`config.mk`:
```
export PLATFORM = sky130hd
export DESIGN_NAME = mcalc_top
export DESIGN_NICKNAME = d
export VERILOG_FILES = /design/src/common/mcalc_pkg.sv /design/src/ledger/ledger_search.sv /design/src/ledger/type_ledger.sv /design/src/verilog/cmd_decode.sv /design/src/verilog/op_sequencer.sv /design/src/verilog/mcalc_top.sv
export SDC_FILE = /design/constraint.sdc
export NUM_CORES = 2
export LEC_CHECK = 0
export ABC_CLOCK_PERIOD_IN_PS = 38300
export BUFFER_PORTS_ARGS = -buffer_cell sky130_fd_sc_hd__buf_2
export CAP_MARGIN = 10
export CORE_ASPECT_RATIO = 2
export CORE_MARGIN = 10
export CORE_UTILIZATION = 33
export DETAILED_ROUTE_END_ITERATION = 6
export PLACE_DENSITY = 0.45
export SYNTH_ARGS = -nofsm -noshare
export SYNTH_HDL_FRONTEND = slang
export SYNTH_SLANG_ARGS = --single-unit
```
`constraint.sdc`:
```
create_clock -name clk -period 38.3 [get_ports clk]
set_input_delay 9.575 -clock clk [delete_from_list [all_inputs] [get_ports clk]]
set_output_delay 9.575 -clock clk [all_outputs]
set_load 0.01 [all_outputs]
```
`src/common/mcalc_pkg.sv`:
```
package mcalc_pkg;

    localparam int DIM_W   = 3;
    localparam int MAX_DIM = 5;
    localparam int ADDR_W  = 9;
    localparam int IDX_W   = 5;    // caps the ledger at 32 types

    typedef logic [DIM_W-1:0]  dim_t;
    typedef logic [ADDR_W-1:0] addr_t;
    typedef logic [IDX_W-1:0]  idx_t;
    typedef logic [1:0]        cnt_t;

    typedef enum logic [1:0] {
        CMD_STORE,
        CMD_ABORT,
        CMD_PICK,
        CMD_EXEC
    } cmd_op_e;

    typedef enum logic [1:0] {
        OP_TRANSPOSE,
        OP_ADD,
        OP_SCALAR_MUL,
        OP_MATMUL
    } calc_op_e;

    typedef enum logic [2:0] {
        ST_OK,
        ST_RANGE,
        ST_FULL,
        ST_NOT_FOUND,
        ST_BAD_ID,
        ST_NO_ALLOC,
        ST_DIM,
        ST_NO_OPERAND
    } status_e;

    typedef struct packed {
        cmd_op_e    op;
        calc_op_e   calc;
        dim_t       dim_m;
        dim_t       dim_n;
        cnt_t       copy_id;
        logic       slot;      // 0 = operand 1, 1 = operand 2
        logic [7:0] scalar;
    } cmd_t;

    typedef struct packed {
        addr_t addr;
        dim_t  dim_m;
        dim_t  dim_n;
    } operand_t;

    typedef struct packed {
        cmd_t     cmd;
        status_e  status;
        operand_t opnd;        // resolved address and dims
    } stage_t;

    typedef struct packed {
        status_e status;
        addr_t   addr;
        dim_t    dim_m;
        dim_t    dim_n;
    } rsp_t;

    typedef struct packed {
        calc_op_e   op;
        operand_t   op1;
        operand_t   op2;
        logic [7:0] scalar;
        addr_t      res_addr;
    } calc_req_t;

endpackage

```
`src/ledger/ledger_search.sv`:
```
module ledger_search #(
    parameter int MAX_TYPES = 25
) (
    input  mcalc_pkg::dim_t  i_dim_m,
    input  mcalc_pkg::dim_t  i_dim_n,
    input  mcalc_pkg::dim_t  i_lut_m     [MAX_TYPES],
    input  mcalc_pkg::dim_t  i_lut_n     [MAX_TYPES],
    input  mcalc_pkg::addr_t i_lut_start [MAX_TYPES],
    input  logic             i_lut_slot  [MAX_TYPES],
    input  mcalc_pkg::idx_t  i_lut_count,
    input  mcalc_pkg::addr_t i_free_ptr,
    output logic             o_found,
    output mcalc_pkg::idx_t  o_index,
    output mcalc_pkg::addr_t o_store_addr
);
    import mcalc_pkg::*;

    addr_t size;

    assign size = addr_t'(i_dim_m) * addr_t'(i_dim_n);

    // last filled entry wins
    always_comb begin
        o_found = 1'b0;
        o_index = '0;
        for (int i = 0; i < MAX_TYPES; i++) begin
            if (i < int'(i_lut_count) && i_lut_m[i] == i_dim_m && i_lut_n[i] == i_dim_n) begin
                o_found = 1'b1;
                o_index = idx_t'(i);
            end
        end
    end

    always_comb begin
        if (!o_found)
            o_store_addr = i_free_ptr;                    // new type
        else if (i_lut_slot[o_index])
            o_store_addr = i_lut_start[o_index] + size;   // upper copy
        else
            o_store_addr = i_lut_start[o_index];
    end

endmodule

```
`src/ledger/type_ledger.sv`:
```
module type_ledger #(
    parameter int MAX_TYPES = 25
) (
    input  logic              clk,
    input  logic              rst_n,
    input  logic              i_valid,
    input  mcalc_pkg::stage_t i_item,
    input  logic              i_ready,
    input  mcalc_pkg::dim_t   i_res_dim_m,
    input  mcalc_pkg::dim_t   i_res_dim_n,
    input  logic              i_res_commit,
    output logic              o_ready,
    output logic              o_valid,
    output mcalc_pkg::stage_t o_item,
    output mcalc_pkg::addr_t  o_res_addr,
    output mcalc_pkg::idx_t   o_type_count,
    output logic [7:0]        o_total_count
);
    import mcalc_pkg::*;

    dim_t   lut_m     [MAX_TYPES];
    dim_t   lut_n     [MAX_TYPES];
    addr_t  lut_start [MAX_TYPES];
    logic   lut_slot  [MAX_TYPES];
    cnt_t   lut_cnt   [MAX_TYPES];
    idx_t   type_count;
    addr_t  free_ptr;

    // rollback copy of the last store
    logic   bk_valid;
    logic   bk_new;
    idx_t   bk_idx;
    logic   bk_slot;
    cnt_t   bk_cnt;
    addr_t  bk_ptr;

    logic   cmd_found;
    idx_t   cmd_idx;
    addr_t  cmd_addr;
    addr_t  cmd_size;
    logic   res_found;
    idx_t   res_idx;
    logic   has_room;
    logic   take;
    logic   do_store;
    logic   do_abort;
    logic   upd_en;
    logic   upd_found;
    idx_t   upd_idx;
    dim_t   upd_m;
    dim_t   upd_n;
    addr_t  upd_size;
    stage_t nxt;

    ledger_search #(
        .MAX_TYPES(MAX_TYPES)
    ) u_cmd_search (
        .i_dim_m      (i_item.cmd.dim_m),
        .i_dim_n      (i_item.cmd.dim_n),
        .i_lut_m      (lut_m),
        .i_lut_n      (lut_n),
        .i_lut_start  (lut_start),
        .i_lut_slot   (lut_slot),
        .i_lut_count  (type_count),
        .i_free_ptr   (free_ptr),
        .o_found      (cmd_found),
        .o_index      (cmd_idx),
        .o_store_addr (cmd_addr)
    );

    ledger_search #(
        .MAX_TYPES(MAX_TYPES)
    ) u_res_search (
        .i_dim_m      (i_res_dim_m),
        .i_dim_n      (i_res_dim_n),
        .i_lut_m      (lut_m),
        .i_lut_n      (lut_n),
        .i_lut_start  (lut_start),
        .i_lut_slot   (lut_slot),
        .i_lut_count  (type_count),
        .i_free_ptr   (free_ptr),
        .o_found      (res_found),
        .o_index      (res_idx),
        .o_store_addr (o_res_addr)
    );

    assign has_room = int'(type_count) < MAX_TYPES;
    assign o_ready  = (!o_valid || i_ready) && !i_res_commit;  // commit owns the ledger
    assign take     = i_valid && o_ready;
    assign cmd_size = addr_t'(i_item.cmd.dim_m) * addr_t'(i_item.cmd.dim_n);

    // ==================================================================
    // command handling
    // ==================================================================
    always_comb begin
        nxt      = i_item;
        do_store = 1'b0;
        do_abort = 1'b0;
        if (take && i_item.status == ST_OK) begin
            case (i_item.cmd.op)
                CMD_STORE: begin
                    if (cmd_found || has_room) begin
                        do_store      = 1'b1;
                        nxt.opnd.addr = cmd_addr;
                    end else begin
                        nxt.status = ST_FULL;
                    end
                end
                CMD_ABORT: begin
                    if (bk_valid)
                        do_abort = 1'b1;
                    else
                        nxt.status = ST_NO_ALLOC;
                end
                CMD_PICK: begin
                    if (!cmd_found)
                        nxt.status = ST_NOT_FOUND;
                    else if (i_item.cmd.copy_id == '0 || i_item.cmd.copy_id > lut_cnt[cmd_idx])
                        nxt.status = ST_BAD_ID;
                    else
                        nxt.opnd.addr = lut_start[cmd_idx] +
                                        ((i_item.cmd.copy_id == 2'd2) ? cmd_size : '0);
                end
                default: ;   // exec goes through as is
            endcase
        end
    end

    // store and result commit share one update path
    always_comb begin
        if (i_res_commit) begin
            upd_en    = res_found || has_room;
            upd_found = res_found;
            upd_idx   = res_idx;
            upd_m     = i_res_dim_m;
            upd_n     = i_res_dim_n;
        end else begin
            upd_en    = do_store;
            upd_found = cmd_found;
            upd_idx   = cmd_idx;
            upd_m     = i_item.cmd.dim_m;
            upd_n     = i_item.cmd.dim_n;
        end
    end

    assign upd_size = addr_t'(upd_m) * addr_t'(upd_n);

    always_ff @(posedge clk or negedge rst_n) begin
        if (!rst_n) begin
            o_valid    <= 1'b0;
            type_count <= '0;
            free_ptr   <= '0;
            bk_valid   <= 1'b0;
        end else begin
            if (take)
                o_valid <= 1'b1;
            else if (i_ready)
                o_valid <= 1'b0;
            if (take || i_res_commit)
                bk_valid <= do_store;
            if (upd_en && !upd_found) begin
                type_count <= type_count + idx_t'(1);
                free_ptr   <= free_ptr + (upd_size << 1);  // room for two copies
            end
            if (do_abort && bk_new) begin
                type_count <= type_count - idx_t'(1);
                free_ptr   <= bk_ptr;
            end
        end
    end

    always_ff @(posedge clk) begin
        if (take)
            o_item <= nxt;
        if (do_store) begin
            bk_new  <= !cmd_found;
            bk_idx  <= cmd_idx;
            bk_slot <= lut_slot[cmd_idx];
            bk_cnt  <= lut_cnt[cmd_idx];
            bk_ptr  <= free_ptr;
        end
        if (upd_en && upd_found) begin
            lut_slot[upd_idx] <= !lut_slot[upd_idx];
            if (lut_cnt[upd_idx] != 2'd2)
                lut_cnt[upd_idx] <= lut_cnt[upd_idx] + cnt_t'(1);
        end else if (upd_en) begin
            lut_m[type_count]     <= upd_m;
            lut_n[type_count]     <= upd_n;
            lut_start[type_count] <= free_ptr;
            lut_slot[type_count]  <= 1'b1;
            lut_cnt[type_count]   <= 2'd1;
        end
        if (do_abort && !bk_new) begin
            lut_slot[bk_idx] <= bk_slot;
            lut_cnt[bk_idx]  <= bk_cnt;
        end
    end

    always_comb begin
        o_total_count = '0;
        for (int i = 0; i < MAX_TYPES; i++) begin
            if (i < int'(type_count))
                o_total_count = o_total_count + 8'(lut_cnt[i]);
        end
    end

    assign o_type_count = type_count;

    assert property (@(posedge clk) disable iff (!rst_n)
        int'(type_count) <= MAX_TYPES);

endmodule

```
`src/verilog/cmd_decode.sv`:
```
module cmd_decode (
    input  logic              clk,
    input  logic              rst_n,
    input  logic              i_cmd_valid,
    input  mcalc_pkg::cmd_t   i_cmd,
    input  logic              i_ready,
    output logic              o_cmd_ready,
    output logic              o_valid,
    output mcalc_pkg::stage_t o_item
);
    import mcalc_pkg::*;

    logic   take;
    logic   need_dims;
    logic   dims_bad;
    stage_t item_d;

    assign o_cmd_ready = !o_valid || i_ready;
    assign take        = i_cmd_valid && o_cmd_ready;

    // only store and pick carry dimensions
    assign need_dims = (i_cmd.op == CMD_STORE) || (i_cmd.op == CMD_PICK);
    assign dims_bad  = (i_cmd.dim_m == '0) || (i_cmd.dim_m > dim_t'(MAX_DIM)) ||
                       (i_cmd.dim_n == '0) || (i_cmd.dim_n > dim_t'(MAX_DIM));

    always_comb begin
        item_d            = '0;
        item_d.cmd        = i_cmd;
        item_d.status     = (need_dims && dims_bad) ? ST_RANGE : ST_OK;
        item_d.opnd.dim_m = i_cmd.dim_m;
        item_d.opnd.dim_n = i_cmd.dim_n;
    end

    always_ff @(posedge clk or negedge rst_n) begin
        if (!rst_n) begin
            o_valid <= 1'b0;
        end else if (take) begin
            o_valid <= 1'b1;
        end else if (i_ready) begin
            o_valid <= 1'b0;
        end
    end

    always_ff @(posedge clk) begin
        if (take)
            o_item <= item_d;
    end

    // a stalled command has to be held by the sender
    assert property (@(posedge clk) disable iff (!rst_n)
        i_cmd_valid && !o_cmd_ready |=> $stable(i_cmd));

endmodule

```
`src/verilog/op_sequencer.sv`:
```
module op_sequencer (
    input  logic                 clk,
    input  logic                 rst_n,
    input  logic                 i_valid,
    input  mcalc_pkg::stage_t    i_item,
    input  logic                 i_rsp_ready,
    input  logic                 i_calc_done,
    input  mcalc_pkg::addr_t     i_res_addr,
    output logic                 o_ready,
    output logic                 o_rsp_valid,
    output mcalc_pkg::rsp_t      o_rsp,
    output logic                 o_calc_start,
    output mcalc_pkg::calc_req_t o_calc,
    output mcalc_pkg::dim_t      o_res_dim_m,
    output mcalc_pkg::dim_t      o_res_dim_n,
    output logic                 o_res_commit
);
    import mcalc_pkg::*;

    typedef enum logic [1:0] {
        SEQ_IDLE,
        SEQ_BUSY,
        SEQ_RESP
    } seq_state_e;

    seq_state_e state;
    operand_t   op1;
    operand_t   op2;
    logic       have1;
    logic       have2;
    logic       take;
    logic       is_pick;
    logic       is_exec;
    logic       issue;
    calc_op_e   calc_sel;
    status_e    chk;

    assign o_ready = (state == SEQ_IDLE && !o_calc_start) ||
                     (state == SEQ_RESP && i_rsp_ready);
    assign take    = i_valid && o_ready;
    assign is_pick = i_item.cmd.op == CMD_PICK && i_item.status == ST_OK;
    assign is_exec = i_item.cmd.op == CMD_EXEC && i_item.status == ST_OK;
    assign issue   = take && is_exec && chk == ST_OK;

    assign o_rsp_valid  = state == SEQ_RESP;
    assign o_res_commit = state == SEQ_BUSY && i_calc_done;

    // held op while the core runs
    assign calc_sel = (state == SEQ_BUSY) ? o_calc.op : i_item.cmd.calc;

    // ==================================================================
    // operand check and result shape
    // ==================================================================
    always_comb begin
        chk = ST_OK;
        if (!have1 || ((calc_sel == OP_ADD || calc_sel == OP_MATMUL) && !have2))
            chk = ST_NO_OPERAND;
        else if (calc_sel == OP_ADD && (op1.dim_m != op2.dim_m || op1.dim_n != op2.dim_n))
            chk = ST_DIM;
        else if (calc_sel == OP_MATMUL && op1.dim_n != op2.dim_m)
            chk = ST_DIM;
    end

    always_comb begin
        o_res_dim_m = op1.dim_m;
        o_res_dim_n = op1.dim_n;
        case (calc_sel)
            OP_TRANSPOSE: begin
                o_res_dim_m = op1.dim_n;
                o_res_dim_n = op1.dim_m;
            end
            OP_MATMUL: o_res_dim_n = op2.dim_n;
            default: ;
        endcase
    end

    always_ff @(posedge clk or negedge rst_n) begin
        if (!rst_n) begin
            state        <= SEQ_IDLE;
            o_calc_start <= 1'b0;
            have1        <= 1'b0;
            have2        <= 1'b0;
        end else begin
            o_calc_start <= issue;
            if (take && is_pick && i_item.cmd.slot)
                have2 <= 1'b1;
            else if (take && is_pick)
                have1 <= 1'b1;
            if (o_calc_start)
                state <= SEQ_BUSY;
            else if (state == SEQ_BUSY) begin
                if (i_calc_done)
                    state <= SEQ_RESP;
            end else if (take)
                state <= issue ? SEQ_IDLE : SEQ_RESP;
            else if (state == SEQ_RESP && i_rsp_ready)
                state <= SEQ_IDLE;
        end
    end

    always_ff @(posedge clk) begin
        if (take && is_pick && i_item.cmd.slot)
            op2 <= i_item.opnd;
        else if (take && is_pick)
            op1 <= i_item.opnd;
        if (issue) begin
            o_calc.op       <= i_item.cmd.calc;
            o_calc.op1      <= op1;
            o_calc.op2      <= op2;
            o_calc.scalar   <= i_item.cmd.scalar;
            o_calc.res_addr <= i_res_addr;
        end
        if (o_res_commit) begin
            o_rsp.status <= ST_OK;
            o_rsp.addr   <= o_calc.res_addr;
            o_rsp.dim_m  <= o_res_dim_m;
            o_rsp.dim_n  <= o_res_dim_n;
        end else if (take) begin
            o_rsp.status <= is_exec ? chk : i_item.status;
            o_rsp.addr   <= i_item.opnd.addr;
            o_rsp.dim_m  <= i_item.opnd.dim_m;
            o_rsp.dim_n  <= i_item.opnd.dim_n;
        end
    end

    // one operation at a time on the core
    assert property (@(posedge clk) disable iff (!rst_n)
        o_calc_start |-> state != SEQ_BUSY);

endmodule

```
`src/verilog/mcalc_top.sv`:
```
module mcalc_top #(
    parameter int MAX_TYPES = 25
) (
    input  logic                 clk,
    input  logic                 rst_n,
    input  logic                 i_cmd_valid,
    input  mcalc_pkg::cmd_t      i_cmd,
    output logic                 o_cmd_ready,
    output logic                 o_rsp_valid,
    output mcalc_pkg::rsp_t      o_rsp,
    input  logic                 i_rsp_ready,
    output logic                 o_calc_start,
    output mcalc_pkg::calc_req_t o_calc,
    input  logic                 i_calc_done,
    output mcalc_pkg::idx_t      o_type_count,
    output logic [7:0]           o_total_count
);
    import mcalc_pkg::*;

    logic   dec_valid;
    logic   dec_ready;
    stage_t dec_item;
    logic   lgr_valid;
    logic   lgr_ready;
    stage_t lgr_item;
    dim_t   res_dim_m;
    dim_t   res_dim_n;
    addr_t  res_addr;
    logic   res_commit;

    cmd_decode u_decode (
        .clk         (clk),
        .rst_n       (rst_n),
        .i_cmd_valid (i_cmd_valid),
        .i_cmd       (i_cmd),
        .i_ready     (dec_ready),
        .o_cmd_ready (o_cmd_ready),
        .o_valid     (dec_valid),
        .o_item      (dec_item)
    );

    type_ledger #(
        .MAX_TYPES(MAX_TYPES)
    ) u_ledger (
        .clk           (clk),
        .rst_n         (rst_n),
        .i_valid       (dec_valid),
        .i_item        (dec_item),
        .i_ready       (lgr_ready),
        .i_res_dim_m   (res_dim_m),
        .i_res_dim_n   (res_dim_n),
        .i_res_commit  (res_commit),
        .o_ready       (dec_ready),
        .o_valid       (lgr_valid),
        .o_item        (lgr_item),
        .o_res_addr    (res_addr),
        .o_type_count  (o_type_count),
        .o_total_count (o_total_count)
    );

    op_sequencer u_seq (
        .clk          (clk),
        .rst_n        (rst_n),
        .i_valid      (lgr_valid),
        .i_item       (lgr_item),
        .i_rsp_ready  (i_rsp_ready),
        .i_calc_done  (i_calc_done),
        .i_res_addr   (res_addr),
        .o_ready      (lgr_ready),
        .o_rsp_valid  (o_rsp_valid),
        .o_rsp        (o_rsp),
        .o_calc_start (o_calc_start),
        .o_calc       (o_calc),
        .o_res_dim_m  (res_dim_m),
        .o_res_dim_n  (res_dim_n),
        .o_res_commit (res_commit)
    );

endmodule

```
---- Word-level counts from Yosys, hierarchy flattened ----
Memory sizes are Yosys's and may differ from the RTL's.
Cells that the tools add are included.
word-level totals
  input port bits ......................... 26
  memories kept ........................... 1
  register bits after elaboration ......... 592
  word-level logic and storage cells ...... 733
  output and inout port bits .............. 83
  RAM bits ................................ 50
operators by class
  equality and inequality tests ........... 115
  order comparisons ....................... 37
  mux-type cells .......................... 220
  bitwise logic cells ..................... 8
  $add $sub $neg .......................... 31
  reductions and logical operators ........ 169
  multiply operators ...................... 3
memories
  memory            words  width  rd ports  clocked after memory_dff  write ports  line               RTL
  u_ledger.lut_cnt  25     2      27        0                         1            type_ledger.sv:25  cnt_t lut_cnt [MAX_TYPES];
operators with widths
  operator            count
  $eq 3x3->1          100
  $mux 5              51
  $bwmux 225          1
  $mux 8              24
  $add 8x2->8         23
  $bwmux 75           2
  $mux 9              14
  $logic_and 1x1->1   125
  $bmux 9 s5          2
  $mux 1              84
  $mux 25             3
  $bwmux 25           2
  $demux 9 s5         1
  $lt 5x5->1 const A  9
  $lt 4x5->1 const A  8
  $mux 3              12
  $ge 6x6->1 const B  5
  $mux 15             2
  $not 5->6           5
  $or 25x25->25       1
  $lt 3x5->1 const A  4
  $mux 2              10
  $add 9x6->9         2
  $lt 6x1->1 const B  3
  other kinds (34)    90

---- Depth between registers and ports, before layout ----
  word-level depth ........................ 50
  mapped depth ............................ 96
  gate-level depth less buffers ........... 95

---- By module ----
A second synthesis with hierarchy kept.
unflattened totals
  cells, all modules ...................... 3868
  area, all modules ....................... 43477.9 um2
modules (own cells, without submodules)
  module         seq. area each (um2)  times used  cells an instance  area an instance (um2)
  type_ledger    15795.1               1           2011               27466.3
  ledger_search  0.0                   2           799                5721.7
  op_sequencer   3007.9                1           210                3707.3
  cmd_decode     685.7                 1           49                 860.8

---- Least setup slack after synthesis ----
Ideal clock, no wire load.
  kind .................................... register to output
  start point ............................. reg u_ledger.type_count[4], in the netlist u_ledger.o_type_count[4]
  end point ............................... out o_total_count[7]
  arrival ................................. 21.214 ns
  buffers on the path ..................... 2
  required time ........................... 28.725 ns
  setup slack ............................. 7.511 ns
  cell stages (with the launch flop) ...... 96
  cells stage by stage .................... dfrtp_1 buf_2 nor2_1 clkbuf_1 nand2_1 and2_1 ha_1 fa_1 a21boi_0 nor2_1 fa_1 nand2_1 a21boi_1 inv_1 fa_1 mux2_2 fa_1 and2_1 [... 60 more ...] inv_1 mux2i_1 or2_1 fa_1 o22ai_1 ha_1 a21oi_1 nor2_1 o21ai_0 o21ai_0 nand2b_1 nand2_1 o21ai_0 and2_1 a2bb2oi_2 a32oi_1 mux2i_1 xnor2_1
between the ends
  word-level cells in the longest chain between the ends .. 50
  elaborated cells on any way between the ends .. 74
  classes of those cells .................. 24 x add/sub; 25 x order compare; 25 x mux
RTL lines
  element                   line                RTL
  start: declaration        type_ledger.sv:26   idx_t type_count;
  start signal: assignment  type_ledger.sv:162  type_count <= type_count + idx_t'(1);
  start signal: assignment  type_ledger.sv:166  type_count <= type_count - idx_t'(1);
  $lt 1x5->1                type_ledger.sv:202  if (i < int'(type_count))
  $mux 2                    type_ledger.sv:202
  $add 2x2->3               type_ledger.sv:203  o_total_count = o_total_count + 8'(lut_cnt[i]);
  $mux 8                    type_ledger.sv:202
  $add 8x2->8               type_ledger.sv:203
  $mux 8                    type_ledger.sv:202
  $add 8x2->8               type_ledger.sv:203
  $mux 8                    type_ledger.sv:202
  [... 34 more ...]         n/a
  $add 8x2->8               type_ledger.sv:203
  $mux 8                    type_ledger.sv:202
  $add 8x2->8               type_ledger.sv:203
  $mux 8                    type_ledger.sv:202
  $add 8x2->8               type_ledger.sv:203
  $mux 8                    type_ledger.sv:202
  $add 8x2->8               type_ledger.sv:203
  $mux 8 *                  type_ledger.sv:202
  end: declaration          mcalc_top.sv:16     output logic [7:0] o_total_count
Every way passes the cells marked *; elsewhere a longest branch is shown, timed or not.

---- Worst setup path in the final report ----
  start point ............................. reg u_ledger.type_count[1], in the netlist u_ledger.o_type_count[1]
  end point ............................... out o_total_count[7]
Same word-level chain as after synthesis.

==> impl_metrics.json <==
{
  "dr.pass1.iters": 5,
  "r2r_start": "u_seq.state[0]$_DFFE_PN0P_",
  "nets": 4076,
  "start_kind": "flop",
  "numPortBuffers": 108,
  "ys_async_sr_fraction_pct": 3.36,
  "skew_ns": 0.0227,
  "cts_htree_levels": 2,
  "cts_buffers": 57,
  "rows": 180,
  "areaGrowthSynthToFinish_pct": 12.7,
  "nFillCells": 12011,
  "max-clock-path-buffers": 3,
  "globalRouteOverflowTotal": 0,
  "cp_common_cell": "fa_1",
  "hold_path_class": "reg -> reg",
  "synth-edff-count": 604,
  "min_from": "u_seq.op2[12]$_DFFE_PP_",
  "period_share_pct": 87.7,
  "arrival_ns": 24.00,
  "ys_seq_area_share_pct": 48.2,
  "setup_violations": 0,
  "place_congestion": 0.935,
  "tightestPinTransition_ns": 1.34,
  "worstSetupEndpointType": "primary output",
  "vias_per_cell": 5.70,
  "clock_latency_ns": 0.68,
  "die_x_um": 266,
  "period_minus_slack_ns": 33.58,
  "drv_slew": 0,
  "post_drt_wl_per_cell_um": 29.5,
  "antenna_found_initial": 1,
  "status": "completed",
  "clkTransAtPathRegs_ns": 0.07,
  "syn_area_mm2": 0.0399,
  "critPathKind": "reg -> out",
  "track_usage_pct": 23.3,
  "yosysTopAreaCell": "edfxtp_1",
  "yosys_register_bits": 654,
  "yosys_warnings": 0,
  "cts_resized": 0,
  "max_stage_delay_ns": 0.53,
  "crit_start": "u_ledger.o_type_count[1]$_DFFE_PN0P_",
  "drt_iter0_drc": 2215,
  "max_freq_ghz": 0.0298,
  "synthTopCellsByCount": "edfxtp_1, nand2_1, nor2_1",
  "rsz0062_at_grt": "no",
  "core_mm2": 0.120,
  "layoutNonFillerInstCount": 5515,
  "avgSynthCellArea_um2": 10.5,
  "routed_wl_um": 162000,
  "via_count": 31450,
  "synth_top_cell_area_share_pct": 45.4,
  "yosysMostFrequentCell": "edfxtp_1",
  "cap_violations": 0,
  "required_ns": 28.72,
  "drive_gt1_share_pct": 12.4,
  "netlist_instances": 3814,
  "ant_nets": 0,
  "synthFlopType": "edfxtp_1",
  "grt_pass1_wl_um": 230000,
  "die_h_um": 512,
  "slowest_stage": "fa_1",
  "hold_viol_final": 0,
  "grt_pass1_vias": 32299,
  "dp.cells": 5405,
  "cts_tree": "done",
  "remaining_drc_errors": 0,
  "cts_root_buf": "clkbuf_16",
  "cts_hold_buffers": 0,
  "initial_core_util_pct": 33.2,
  "syn_nets": 3971,
  "finalSetupTns_ns": 0,
  "dieArea_mm2": 0.136,
  "io_pins": 109,
  "synth.area.top_cells": "edfxtp_1, xnor2_1, mux2i_1",
  "clkSinkCount": 654,
  "cp_max_fo": 28,
  "grt_max_degree": 115,
  "post_cts_buffers": 0,
  "dp_hpwl_um": 117000,
  "maxSlewHeadroom_pct": 9.74,
  "synth_cell_types": 106
}
[cell usage in the layout (no fill, tap or decap), drive strengths merged, types with 29 or more instances in the layout]
master and n:
inv 123, clkbuf 69, a21o 33, o211ai 43, a211oi 95, xnor2 244
buf 244, nand3 90, a21oi 176, mux2i 171, nor2 297, a31oi 52
or2 37, nor2b 67, o21ai 148, and3 29, nor4 57, nor3 80
xor2 161, and2 46, fa 36, ha 95, nand4 64, edfxtp 604
nand2 441
[final timing paths]
kind | endpoint | slack (ns) | cells after the start
worst max register to register | u_seq.o_calc[6]$_DFFE_PP_ | 27.85 | 32
min in group asynchronous | u_seq.have1$_DFFE_PN0P_ | 9.02 | 1
max in group asynchronous | u_ledger.o_type_count[4]$_DFFE_PN0P_ | 28.68 | 1
worst max-delay path | o_total_count[7] | 4.72 | 96
worst min-delay path | u_seq.o_calc[29]$_DFFE_PP_ | 0.42 | 0
worst min register to register | u_seq.o_calc[29]$_DFFE_PP_ | 0.42 | 0
[cell type report]
cell class	instances	area [µm²]	share of cell area (%)
Clock inverter	39	546	1.21
Sequential cell	654	19200	42.8
Tap cell	1547	1940	4.30
Antenna cell	1	2.50	0.00556
Multi-Input combinational cell	2833	19700	43.8
Clock buffer	68	1500	3.33
Timing Repair Buffer	245	1580	3.51
Inverter	128	480	1.07
[routing by layer]
| layer | global-route usage [%] | wire length [µm] | up-vias |
|---|---|---|---|
| li1 | - | - | 14220 |
| met1 | 22.2 | 54000 | 15878 |
| met2 | 44.8 | 88700 | 954 |
| met3 | 2.30 | 5650 | 398 |
| met4 | 17.9 | 14100 | 0 |
| met5 | 0 | 0 | - |
[registers in the layout (all words and copies together), names as in the netlist, 9 cells and up]
register,count
u_decode.o_item,22
u_ledger.bk_ptr,9
u_ledger.free_ptr,9
u_ledger.lut_cnt,64
u_ledger.lut_m,75
u_ledger.lut_n,75
u_ledger.lut_slot,25
u_ledger.lut_start,225
u_ledger.o_item,31
u_seq.o_calc,49
u_seq.o_rsp,18
u_seq.op1,15
u_seq.op2,15
[worst max-delay path, delay by kind of cell, from the launching register on]
| family | cells | cell delay [ns] |
|---|---|---|
| xor gates and xnor gates | 1 | 0.13 |
| AOI/OAI and AO/OA | 21 | 3.78 |
| DFF | 1 | 0.36 |
| adders and majority gates | 25 | 11.30 |
| muxes | 8 | 1.95 |
| buffers and inverters | 15 | 1.56 |
| and+or+nand+nor | 26 | 4.17 |
[metrics by stage]
| step | util (%) | cell area (µm²) | worst slack (ns) | hold slack (ns) |
|---|---|---|---|---|
| floorplan | - | 39900 | 7.51 | 0.400 |
| global placement | 35.7 | 43000 | 5.57 | 0.400 |
| detailed placement | 35.7 | 43000 | 5.21 | 0.406 |
| CTS | 37.4 | 45000 | 4.50 | 0.420 |
| global route | 37.4 | 45000 | 2.97 | 0.423 |
| finish | 37.4 | 45000 | 4.72 | 0.420 |
[kinds of logic (layout without fill, tap and decap cells)]
group	Yosys count	count (layout)	share of synthesized area, %
fa+ha+maj	131	131	4.78
simple gates	1308	1308	15.7
xor+xnor	416	416	9.88
compound gates	780	780	13.1
flops	654	654	48.2
other cells	0	1	0
buf+inv	327	480	3.14
mux	198	198	5.18
Power is not shown: default switching activity piles up to over one toggle a cycle in this logic, so the estimate is an artifact.
